**config.mk**
```make
export PLATFORM = sky130hd
export DESIGN_NAME = Fp32Coprocessor
export DESIGN_NICKNAME = d
export VERILOG_FILES = /design/src/logic/Fp32Types.sv /design/src/logic/FpSignUnit.sv /design/src/logic/FpComparator.sv /design/src/logic/Fp32Unit.sv /design/src/logic/Fp32Coprocessor.sv
export VERILOG_INCLUDE_DIRS = /design/src /design/src/logic
export SDC_FILE = /design/constraint.sdc
export NUM_CORES = 1
export LEC_CHECK = 0
export BUFFER_PORTS_ARGS = -buffer_cell sky130_fd_sc_hd__buf_2
export CELL_PAD_IN_SITES_DETAIL_PLACEMENT = 0
export CELL_PAD_IN_SITES_GLOBAL_PLACEMENT = 1
export CORE_ASPECT_RATIO = 0.7
export CORE_MARGIN = 2
export CORE_UTILIZATION = 35
export CTS_CLUSTER_DIAMETER = 50
export DETAILED_ROUTE_END_ITERATION = 7
export PLACE_DENSITY = 0.61
export SETUP_SLACK_MARGIN = 0.02
export SYNTH_ARGS = -nofsm -noshare
export SYNTH_HDL_FRONTEND = slang
export SYNTH_SLANG_ARGS = --single-unit
```
**constraint.sdc**
```tcl
create_clock -name clk -period 5.3 [get_ports clk]
set_input_delay 0.53 -clock clk [delete_from_list [all_inputs] [get_ports clk]]
set_output_delay 0.53 -clock clk [all_outputs]
set_load 0.005 [all_outputs]
```
**src/logic/Fp32Unit_config.svh**
```systemverilog
// Fixed register map, class-mask bit positions and canonical NaN of the FP coprocessor.
`ifndef FP32_UNIT_CONFIG_SVH
`define FP32_UNIT_CONFIG_SVH

// Wishbone word addresses.
`define FP_REG_SRC1   3'd0
`define FP_REG_SRC2   3'd1
`define FP_REG_INTSRC 3'd2
`define FP_REG_CMD    3'd3
`define FP_REG_INTRES 3'd4
`define FP_REG_FPRES  3'd5
`define FP_REG_FLAGS  3'd6

// Bit positions in the FCLASS.S result, in RISC-V order.
`define FP_CLASS_NEG_INF       0
`define FP_CLASS_NEG_NORMAL    1
`define FP_CLASS_NEG_SUBNORMAL 2
`define FP_CLASS_NEG_ZERO      3
`define FP_CLASS_POS_ZERO      4
`define FP_CLASS_POS_SUBNORMAL 5
`define FP_CLASS_POS_NORMAL    6
`define FP_CLASS_POS_INF       7
`define FP_CLASS_SIGNALING_NAN 8
`define FP_CLASS_QUIET_NAN     9

`define FP_CANONICAL_NAN 32'h7fc0_0000

`endif

```
**src/logic/Fp32Types.sv**
```systemverilog
// Shared types for the single-precision coprocessor and its Wishbone slave port.
package Fp32Types;

    // Field layout of an IEEE 754 single-precision word.
    typedef struct packed {
        logic        sign;
        logic [7:0]  exponent;
        logic [22:0] fraction;
    } fp32Fields_t;

    // The ports carry the raw view and the datapaths decode the fields.
    typedef union packed {
        logic [31:0] raw;
        fp32Fields_t field;
    } fp32_t;

    // RISC-V exception flags, nv in bit 4 down to nx in bit 0.
    typedef struct packed {
        logic nv;
        logic dz;
        logic of;
        logic uf;
        logic nx;
    } fflags_t;

    typedef enum logic [1:0] {
        FpUnitType_Move       = 2'd0,
        FpUnitType_Classifier = 2'd1,
        FpUnitType_Sign       = 2'd2,
        FpUnitType_Comparator = 2'd3
    } FpUnitType;

    typedef enum logic [1:0] {
        FpSignCommand_Sgnj  = 2'd0,
        FpSignCommand_Sgnjn = 2'd1,
        FpSignCommand_Sgnjx = 2'd2
    } FpSignCommand;

    typedef enum logic [2:0] {
        FpCmpCommand_Eq  = 3'd0,
        FpCmpCommand_Lt  = 3'd1,
        FpCmpCommand_Le  = 3'd2,
        FpCmpCommand_Min = 3'd3,
        FpCmpCommand_Max = 3'd4
    } FpCmpCommand;

    // Seven bits held in the low end of the command register.
    typedef struct packed {
        FpUnitType    unit;
        FpSignCommand sign;
        FpCmpCommand  cmp;
    } FpUnitCommand;

    typedef struct packed {
        logic        cyc;
        logic        stb;
        logic        we;
        logic [2:0]  adr;
        logic [31:0] datW;
    } WbRequest;

    typedef struct packed {
        logic        ack;
        logic [31:0] datR;
    } WbResponse;

endpackage

```
**src/logic/FpSignUnit.sv**
```systemverilog
// Sign-injection datapath for FSGNJ.S, FSGNJN.S and FSGNJX.S.
`timescale 1ns/1ps

module FpSignUnit
    import Fp32Types::*;
(
    input  FpSignCommand command,
    input  fp32_t        fpSrc1,
    input  fp32_t        fpSrc2,
    output fp32_t        fpResult
);

    logic newSign;

    always_comb begin
        case (command)
            FpSignCommand_Sgnj: begin
                newSign = fpSrc2.field.sign;
            end
            FpSignCommand_Sgnjn: begin
                newSign = ~fpSrc2.field.sign;
            end
            FpSignCommand_Sgnjx: begin
                newSign = fpSrc1.field.sign ^ fpSrc2.field.sign;
            end
            default: begin
                // Unassigned encoding keeps the operand as it is.
                newSign = fpSrc1.field.sign;
            end
        endcase
    end

    // Exponent and fraction always pass through from the first operand.
    always_comb begin
        fpResult.field.sign     = newSign;
        fpResult.field.exponent = fpSrc1.field.exponent;
        fpResult.field.fraction = fpSrc1.field.fraction;
    end

endmodule

```
**src/logic/FpComparator.sv**
```systemverilog
// Single-precision comparator for FEQ, FLT, FLE, FMIN and FMAX with IEEE NaN rules.
`timescale 1ns/1ps
`include "Fp32Unit_config.svh"

module FpComparator
    import Fp32Types::*;
(
    input  FpCmpCommand command,
    input  fp32_t       fpSrc1,
    input  fp32_t       fpSrc2,
    output logic [31:0] intResult,
    output fp32_t       fpResult,
    output fflags_t     flags
);

    logic        nan1;
    logic        nan2;
    logic        sNan1;
    logic        sNan2;
    logic        anyNan;
    logic        anySNan;
    logic        bothZero;
    logic [30:0] magnitude1;
    logic [30:0] magnitude2;
    logic        equal;
    logic        less;
    logic        minLess;
    fp32_t       minMax;

    assign magnitude1 = {fpSrc1.field.exponent, fpSrc1.field.fraction};
    assign magnitude2 = {fpSrc2.field.exponent, fpSrc2.field.fraction};

    assign nan1  = (fpSrc1.field.exponent == 8'hff) && (fpSrc1.field.fraction != '0);
    assign nan2  = (fpSrc2.field.exponent == 8'hff) && (fpSrc2.field.fraction != '0);
    // A NaN with the top fraction bit clear is signaling.
    assign sNan1 = nan1 && !fpSrc1.field.fraction[22];
    assign sNan2 = nan2 && !fpSrc2.field.fraction[22];

    assign anyNan   = nan1 || nan2;
    assign anySNan  = sNan1 || sNan2;
    assign bothZero = (magnitude1 == '0) && (magnitude2 == '0);

    // Plus zero and minus zero are equal for the ordered predicates.
    assign equal = (fpSrc1.raw == fpSrc2.raw) || bothZero;

    always_comb begin
        if (fpSrc1.field.sign != fpSrc2.field.sign) begin
            less = fpSrc1.field.sign && !bothZero;
        end else if (fpSrc1.field.sign) begin
            less = magnitude1 > magnitude2;
        end else begin
            less = magnitude1 < magnitude2;
        end
    end

    // FMIN and FMAX order minus zero below plus zero.
    assign minLess = less || (bothZero && fpSrc1.field.sign && !fpSrc2.field.sign);

    always_comb begin
        if (nan1 && nan2) begin
            minMax.raw = `FP_CANONICAL_NAN;
        end else if (nan1) begin
            minMax = fpSrc2;
        end else if (nan2) begin
            minMax = fpSrc1;
        end else if (command == FpCmpCommand_Min) begin
            minMax = minLess ? fpSrc1 : fpSrc2;
        end else begin
            minMax = minLess ? fpSrc2 : fpSrc1;
        end
    end

    always_comb begin
        intResult = '0;
        fpResult  = '0;
        flags     = '0;
        case (command)
            FpCmpCommand_Eq: begin
                intResult = {31'b0, equal && !anyNan};
                // Quiet comparison, only signaling NaNs raise invalid.
                flags.nv  = anySNan;
            end
            FpCmpCommand_Lt: begin
                intResult = {31'b0, less && !anyNan};
                flags.nv  = anyNan;
            end
            FpCmpCommand_Le: begin
                intResult = {31'b0, (less || equal) && !anyNan};
                flags.nv  = anyNan;
            end
            FpCmpCommand_Min, FpCmpCommand_Max: begin
                fpResult = minMax;
                flags.nv = anySNan;
            end
            default: begin
            end
        endcase
    end

endmodule

```
**src/logic/Fp32Unit.sv**
```systemverilog
// Execution unit for the non-arithmetic single-precision instructions.
`timescale 1ns/1ps
`include "Fp32Unit_config.svh"

module Fp32Unit
    import Fp32Types::*;
(
    input  FpUnitCommand command,
    input  logic [31:0]  intSrc1,
    input  fp32_t        fpSrc1,
    input  fp32_t        fpSrc2,
    output logic [31:0]  intResult,
    output fp32_t        fpResult,
    output logic         writeFlags,
    output fflags_t      writeFlagsValue
);

    // Exactly one bit of the mask is set for every possible word.
    function automatic logic [9:0] getClass(fp32_t x);
        logic [9:0] mask;
        logic       expMax;
        logic       expZero;
        logic       fracZero;

        mask     = '0;
        expMax   = (x.field.exponent == 8'hff);
        expZero  = (x.field.exponent == 8'h00);
        fracZero = (x.field.fraction == '0);

        if (expMax && !fracZero) begin
            if (x.field.fraction[22]) mask[`FP_CLASS_QUIET_NAN] = 1'b1;
            else mask[`FP_CLASS_SIGNALING_NAN] = 1'b1;
        end else if (expMax) begin
            if (x.field.sign) mask[`FP_CLASS_NEG_INF] = 1'b1;
            else mask[`FP_CLASS_POS_INF] = 1'b1;
        end else if (expZero && fracZero) begin
            if (x.field.sign) mask[`FP_CLASS_NEG_ZERO] = 1'b1;
            else mask[`FP_CLASS_POS_ZERO] = 1'b1;
        end else if (expZero) begin
            if (x.field.sign) mask[`FP_CLASS_NEG_SUBNORMAL] = 1'b1;
            else mask[`FP_CLASS_POS_SUBNORMAL] = 1'b1;
        end else begin
            if (x.field.sign) mask[`FP_CLASS_NEG_NORMAL] = 1'b1;
            else mask[`FP_CLASS_POS_NORMAL] = 1'b1;
        end
        return mask;
    endfunction

    fp32_t       fpResultSign;
    logic [31:0] intResultCmp;
    fp32_t       fpResultCmp;
    fflags_t     flagsCmp;

    FpSignUnit u_FpSignUnit (
        .command (command.sign),
        .fpSrc1  (fpSrc1),
        .fpSrc2  (fpSrc2),
        .fpResult(fpResultSign)
    );

    FpComparator u_FpComparator (
        .command  (command.cmp),
        .fpSrc1   (fpSrc1),
        .fpSrc2   (fpSrc2),
        .intResult(intResultCmp),
        .fpResult (fpResultCmp),
        .flags    (flagsCmp)
    );

    always_comb begin
        intResult       = '0;
        fpResult        = '0;
        writeFlags      = 1'b0;
        writeFlagsValue = '0;
        case (command.unit)
            FpUnitType_Move: begin
                // FMV.X.W and FMV.W.X copy the bit pattern unchanged.
                intResult    = fpSrc1.raw;
                fpResult.raw = intSrc1;
            end
            FpUnitType_Classifier: begin
                intResult = {22'b0, getClass(fpSrc1)};
            end
            FpUnitType_Sign: begin
                fpResult = fpResultSign;
            end
            FpUnitType_Comparator: begin
                intResult       = intResultCmp;
                fpResult        = fpResultCmp;
                writeFlags      = 1'b1;
                writeFlagsValue = flagsCmp;
            end
            default: begin
            end
        endcase
    end

endmodule

```
**src/logic/Fp32Coprocessor.sv**
```systemverilog
// Wishbone classic slave wrapping Fp32Unit with operand, command, result and flag registers.
`timescale 1ns/1ps
`include "Fp32Unit_config.svh"

module Fp32Coprocessor
    import Fp32Types::*;
(
    input  logic      clk,
    input  logic      rstN,
    input  WbRequest  wbReq,
    output WbResponse wbRsp
);

    logic         ack;
    logic         access;
    logic         writeEn;
    logic         cmdWrite;
    logic [31:0]  readData;

    fp32_t        src1;
    fp32_t        src2;
    logic [31:0]  intSrc;
    FpUnitCommand commandReg;
    logic [31:0]  intRes;
    fp32_t        fpRes;
    fflags_t      accFlags;

    FpUnitCommand unitCommand;
    logic [31:0]  unitIntResult;
    fp32_t        unitFpResult;
    logic         unitWriteFlags;
    fflags_t      unitFlagsValue;

    // A new access is taken only when ack is low, so ack never lasts two cycles.
    assign access   = wbReq.cyc && wbReq.stb && !ack;
    assign writeEn  = access && wbReq.we;
    assign cmdWrite = writeEn && (wbReq.adr == `FP_REG_CMD);

    // The command being written is the one executed on its own acknowledging edge.
    assign unitCommand = cmdWrite ? FpUnitCommand'(wbReq.datW[6:0]) : commandReg;

    Fp32Unit u_Fp32Unit (
        .command        (unitCommand),
        .intSrc1        (intSrc),
        .fpSrc1         (src1),
        .fpSrc2         (src2),
        .intResult      (unitIntResult),
        .fpResult       (unitFpResult),
        .writeFlags     (unitWriteFlags),
        .writeFlagsValue(unitFlagsValue)
    );

    always_ff @(posedge clk or negedge rstN) begin
        if (!rstN) begin
            ack        <= 1'b0;
            src1       <= '0;
            src2       <= '0;
            intSrc     <= '0;
            commandReg <= '0;
            intRes     <= '0;
            fpRes      <= '0;
            accFlags   <= '0;
        end else begin
            ack <= access;
            if (writeEn) begin
                case (wbReq.adr)
                    `FP_REG_SRC1: begin
                        src1.raw <= wbReq.datW;
                    end
                    `FP_REG_SRC2: begin
                        src2.raw <= wbReq.datW;
                    end
                    `FP_REG_INTSRC: begin
                        intSrc <= wbReq.datW;
                    end
                    `FP_REG_CMD: begin
                        commandReg <= unitCommand;
                        intRes     <= unitIntResult;
                        fpRes      <= unitFpResult;
                        if (unitWriteFlags) begin
                            accFlags <= fflags_t'(accFlags | unitFlagsValue);
                        end
                    end
                    `FP_REG_FLAGS: begin
                        accFlags <= fflags_t'(wbReq.datW[4:0]);
                    end
                    default: begin
                        // Result registers are read-only and address 7 is unused.
                    end
                endcase
            end
        end
    end

    // The master holds adr until ack, so the mux output is stable while ack is high.
    always_comb begin
        case (wbReq.adr)
            `FP_REG_SRC1:   readData = src1.raw;
            `FP_REG_SRC2:   readData = src2.raw;
            `FP_REG_INTSRC: readData = intSrc;
            `FP_REG_CMD:    readData = {25'b0, commandReg};
            `FP_REG_INTRES: readData = intRes;
            `FP_REG_FPRES:  readData = fpRes.raw;
            `FP_REG_FLAGS:  readData = {27'b0, accFlags};
            default:        readData = '0;
        endcase
    end

    assign wbRsp.ack  = ack;
    assign wbRsp.datR = readData;

endmodule

```
After elaboration in Yosys (flattened, before gate mapping)
Index checks and enable logic that the tools add are counted.
Operators by class
  bitwise gates (word level): 3
  muxes and demuxes: 36
  order comparisons: 2
  reduce and logical (&&, ||, !) cells: 49
  equality and inequality tests: 20
Operators by type and width (number)
  32-bit two-way mux: 7
  32-bit one-hot mux with 7 select lines: 1
  32-bit one-hot mux with 3 select lines: 2
  31-bit zero test: 2
  23-bit nonzero test: 2
  32-bit equality test: 1
  31-bit > comparator: 1
  31-bit less-than comparator: 1
  23-bit zero test: 1
  1-bit logical AND: 18
  8-bit equality test, second input constant: 2
  1-bit two-way mux: 13
  3-bit by 2-bit equality test with 1-bit output, second input constant: 4
  3-bit equality test, second input constant: 4
  5-bit two-way mux: 2
  5-bit one-hot mux with 2 select lines: 1
  8-bit zero test: 1
  2-bit two-way mux: 4
  8-bit two-way mux: 1
  2-bit AND reduction: 4
  1-bit zero test: 7
  7-bit two-way mux: 1
  2-bit equality test, second input constant: 3
  3-bit by 1-bit equality test with 1-bit output, second input constant: 2
  other kinds (16): 25
Word-level totals
  input port bits: 40
  logic and storage cells: 124
  output and inout bits: 33
  flip-flop bits (word level): 173

Depth between registers and ports, before layout
  depth after elaboration: 13
  mapped depth: 11
  mapped depth without buffers: 10

Hierarchy
Synthesis repeated with hierarchy kept, for this count alone.
Second synthesis, totals
  cells, all modules: 1098
  area, all modules: 11619.9 um^2
Modules (own cells, without submodules)
  Fp32Coprocessor: cells each 579, area each 7923.8 um^2, seq. area each 4329.2 um^2, times used 1
  FpComparator: cells each 322, area each 2148.3 um^2, seq. area each 0.0 um^2, times used 1
  Fp32Unit: cells each 160, area each 1271.2 um^2, seq. area each 0.0 um^2, times used 1
  FpSignUnit: cells each 37, area each 276.5 um^2, seq. area each 0.0 um^2, times used 1

Least setup slack after synthesis
No wires, ideal clock.
  kind: register to register
  start point: reg src1[29] in the netlist's numbering
  end point: reg fpRes[10] in the netlist's numbering
  data required time: 5.174 ns
  setup time: 0.126 ns
  arrival time: 2.809 ns
  path buffers: 1
  setup slack: 2.365 ns
  clock period less this slack: 2.935 ns
  stages on the path, launching flop included: 11
  cell sequence: dfrtp_1 -> ha_1 -> a21oi_1 -> nand2_1 -> a221oi_1 -> nand2_1 -> or4_1 -> a31oi_4 -> o41ai_4 -> buf_4 -> a221o_1
Between the ends
  longest elaborated chain between the ends: 13
  elaborated cells between the ends (all ways): 22
  classes of those cells: order compare: 2; eq/ne: 1; mux: 10; reduce/logical: 9
RTL lines
  from (decl): line Fp32Coprocessor.sv:20  | fp32_t src1;
  parallel branches: the longest is 10 deep, another holds 31-bit less-than comparator
  32-bit two-way mux *: line FpComparator.sv:60  | if (nan1 && nan2) begin
  32-bit two-way mux *: line FpComparator.sv:77  | case (command)
  32-bit one-hot mux with 3 select lines *: line Fp32Unit.sv:75  | case (command.unit)
  to (signal assigned): line Fp32Coprocessor.sv:79  | fpRes <= unitFpResult;
  to (decl): line Fp32Coprocessor.sv:25  | fp32_t fpRes;
Mark *: on every way between the ends.
A chain may end at the register's enable or synchronous reset.

Final worst setup path
  start point: reg src2[22] in the netlist's numbering
  end point: reg fpRes[4] in the netlist's numbering
Between the ends
  longest elaborated chain between the ends: 13
  elaborated cells between the ends (all ways): 22
  classes of those cells: order compare: 2; mux: 10; reduce/logical: 10
RTL lines
  from (decl): line Fp32Coprocessor.sv:21  | fp32_t src2;
  parallel branches: the longest is 10 deep, another holds 31-bit less-than comparator
  32-bit two-way mux *: line FpComparator.sv:60
  32-bit two-way mux *: line FpComparator.sv:77
  32-bit one-hot mux with 3 select lines *: line Fp32Unit.sv:75
Marks and branches as above.

==> results.cfg <==
[outcome]
status = finished, final reports clean

[power]
p_int_mw = 2.64
combinationalPowerShare = 0.234
seq_power_share = 0.448
swShare = 0.349
p_per_area_nw_per_um2 = 363
clkPwrFrac = 0.318
p_sw_mw = 1.42
p_leak_nw = 5.13
vdd_ir_drop_max_uv = 218

[global_routing]
overflow = 0
first_global_vias = 7804
grt_antenna_before_repair = 0
grt_pass1_wl_mm = 50.4
grt_max_degree = 99
grt_usage = 0.230

[timing]
rsz0062_at_grt = no
maxSlewViolCount = 0
timing.fmax_mhz = 275
min_period_ps = 3640
skew_ps = 15.0
worst_pin_slew_ps = 1080
fin_crit_sh = 0.686
hold_viol = 0
relSlewSlack = 0.278
finalSetupViolCount = 0
tns_ps = 0

[layout]
final-seq-area_um2 = 4330
antenna_cells = 0
drive_gt1_frac = 0.240
fin_util = 0.402
fillers = 2837
nets = 1081
multi_input_area_um2 = 5070
area_growth_syn_to_layout_pct = 12.8

[job]
drv_cap = 0

[synth]
ys_ff_latch = 173
synth_most_common_cell = dfrtp_1
synth_edf_count = 0
synth_nets = 1038
synthTopCellsByArea = dfrtp_1 44%, mux2_2 8.2%, mux4_2 6.1%
yosys_warnings = 0
synth_cells = 965
yosysTopAreaCellShare = 0.437
yosysTopAreaCell = dfrtp_1
seq_area_frac_synth = 0.437
syn_avg_cell_area_um2 = 10.3
synth_commonest_cells = 173 x dfrtp_1, 146 x nand2_1, 79 x o21ai_0, 72 x mux2_2, 68 x inv_1
ys_dominant_reg_cell = dfrtp_1
synth-async-reset-ratio = 1.00
synthesis.area_um2 = 9910
ys_types = 65

[critical_path]
crit_type = flop to flop
crit_arrival_ps = 3960
path_max_fanout = 22
critPathSlowestCell = nor4_1
crit_buf_inv = 1
crit_family = simple AND/OR/NAND/NOR gates
max_stage_delay_ps = 770
worst_setup_path_end_kind = flop
cp_cell_sequence = nor4_1, nand4_1, o21ai_1, nand2_1, nor4_4, o41ai_4, buf_4, a221o_2
critPathLaunchType = flop
cp.required_ps = 5630

[die]
core_area_um2 = 27800
num_rows = 51
ios = 73
die-width_um = 205
start_util = 0.356
die_area_um2 = 29700
die_y_um = 145

[clock_network]
clkSinkCount = 173
clock_latency_ps = 450
cts_buffers = 17
cts-root-buf = clkbuf_16
post_cts_resized = 0
clk_path_buf_depth = 2
holdBufCountCts = 0
post_cts_buffers = 0
path_clk_slew_ps = 70
htreeDepth = 4
cts_tree = done

[place]
portBuffers = 72
gp_congestion = 0.825
dpl.hpwl_mm = 21.3

[routing]
viasPerCell = 5.65
wl_per_cell_um = 23.3
finalWirelength_mm = 32.4
drt-initial-drc-count = 646
dr_total_vias = 7870
drc = 0
antenna_left = 0
drtPass1Iterations = 5

[worst_hold_path]
hold_class = input pin to asynchronous set/reset pin
[state kept, by name, indices dropped and copies added, names as in the netlist]
register / flops
intRes: 32
intSrc: 32
commandReg: 7
src1: 32
accFlags: 5
ack: 1
src2: 32
fpRes: 32
[power by group through the flow]
stage	sequential (mW)	clock, mW	combinational [mW]
2_1_floorplan	1.71	0	0.682
3_3_place_gp	1.83	0	0.939
3_5_place_dp	1.83	0	0.945
4_1_cts	1.81	1.31	0.950
5_1_grt	1.85	1.37	1.06
6_report	1.82	1.29	0.949
[through the flow]
| stage | area [µm²] | instances | power, mW | worst slack, ps | hold slack, ps |
|---|---|---|---|---|---|
| floorplan | 9910 | 965 | 2.39 | 2370 | 234 |
| global placement | 10600 | 1360 | 2.77 | 1720 | 444 |
| detailed placement | 10600 | 1360 | 2.78 | 1660 | 450 |
| CTS | 11200 | 1392 | 4.07 | 1750 | 231 |
| global route | 11200 | 1392 | 4.28 | 1550 | 249 |
| finish | 11200 | 1392 | 4.06 | 1660 | 161 |
[metal layers]
metal,GRT usage,up-vias,wire [µm]
met5,0,-,0
met4,0.0511,0,315
met3,0.0423,19,1850
met2,0.312,226,12900
met1,0.370,4006,17300
li1,-,3619,-
[layout make-up]
class,count,area share
timing repair buffer,88,0.0435
clock buffer,19,0.0405
multi-input combinational,660,0.453
sequential,173,0.387
tap,371,0.0415
clock inverter,13,0.0116
inverter,68,0.0228
[cell usage in the layout, fill, tap and decap left out, types with 16 or more instances in the layout]
master     instances
dfrtp_1          173
nand2_1          146
o21ai_0           79
mux2_2            72
buf_2             71
inv_1             68
nor2_1            38
ha_1              33
nand3_1           28
a221o_1           28
mux4_2            27
a21oi_1           26
mux2i_1           23
a22o_1            22
clkbuf_16         17
nor4_1            16
buf_4             16
[worst reg2reg max path: cells and delay by family (launching register included)]
| kind | cells | cell delay [ps] |
|---|---|---|
| buffers and inverters | 1 | 260 |
| DFF | 1 | 540 |
| and+or+nand+nor | 4 | 1580 |
| AOI/OAI and AO/OA | 3 | 1140 |
[cell families after synthesis]
family	share of synthesized area
buffers and inverters	0.0559
DFF	0.437
adders and majority gates	0.0416
xor gates and xnor gates	0.00177
muxes	0.170
AOI/OAI and AO/OA	0.159
and+or+nand+nor	0.135
[path summary, 6_finish.rpt]
path,end,slack [ps],from,cells past startpoint
max,fpRes[4]$_DFFE_PN0P_,1660,src2[22]$_DFFE_PN0P_,8
min,ack$_DFF_PN0_,160,rstN,1
min reg2reg,intRes[10]$_DFFE_PN0P_,470,intRes[10]$_DFFE_PN0P_,2
max reg2reg,fpRes[4]$_DFFE_PN0P_,1660,src2[22]$_DFFE_PN0P_,8
min in group clk,src2[17]$_DFFE_PN0P_,310,wbReq[17],3
max in group asynchronous,commandReg[1]$_DFFE_PN0P_,3860,rstN,2
No activity file was read; power rests on OpenSTA's default activity.
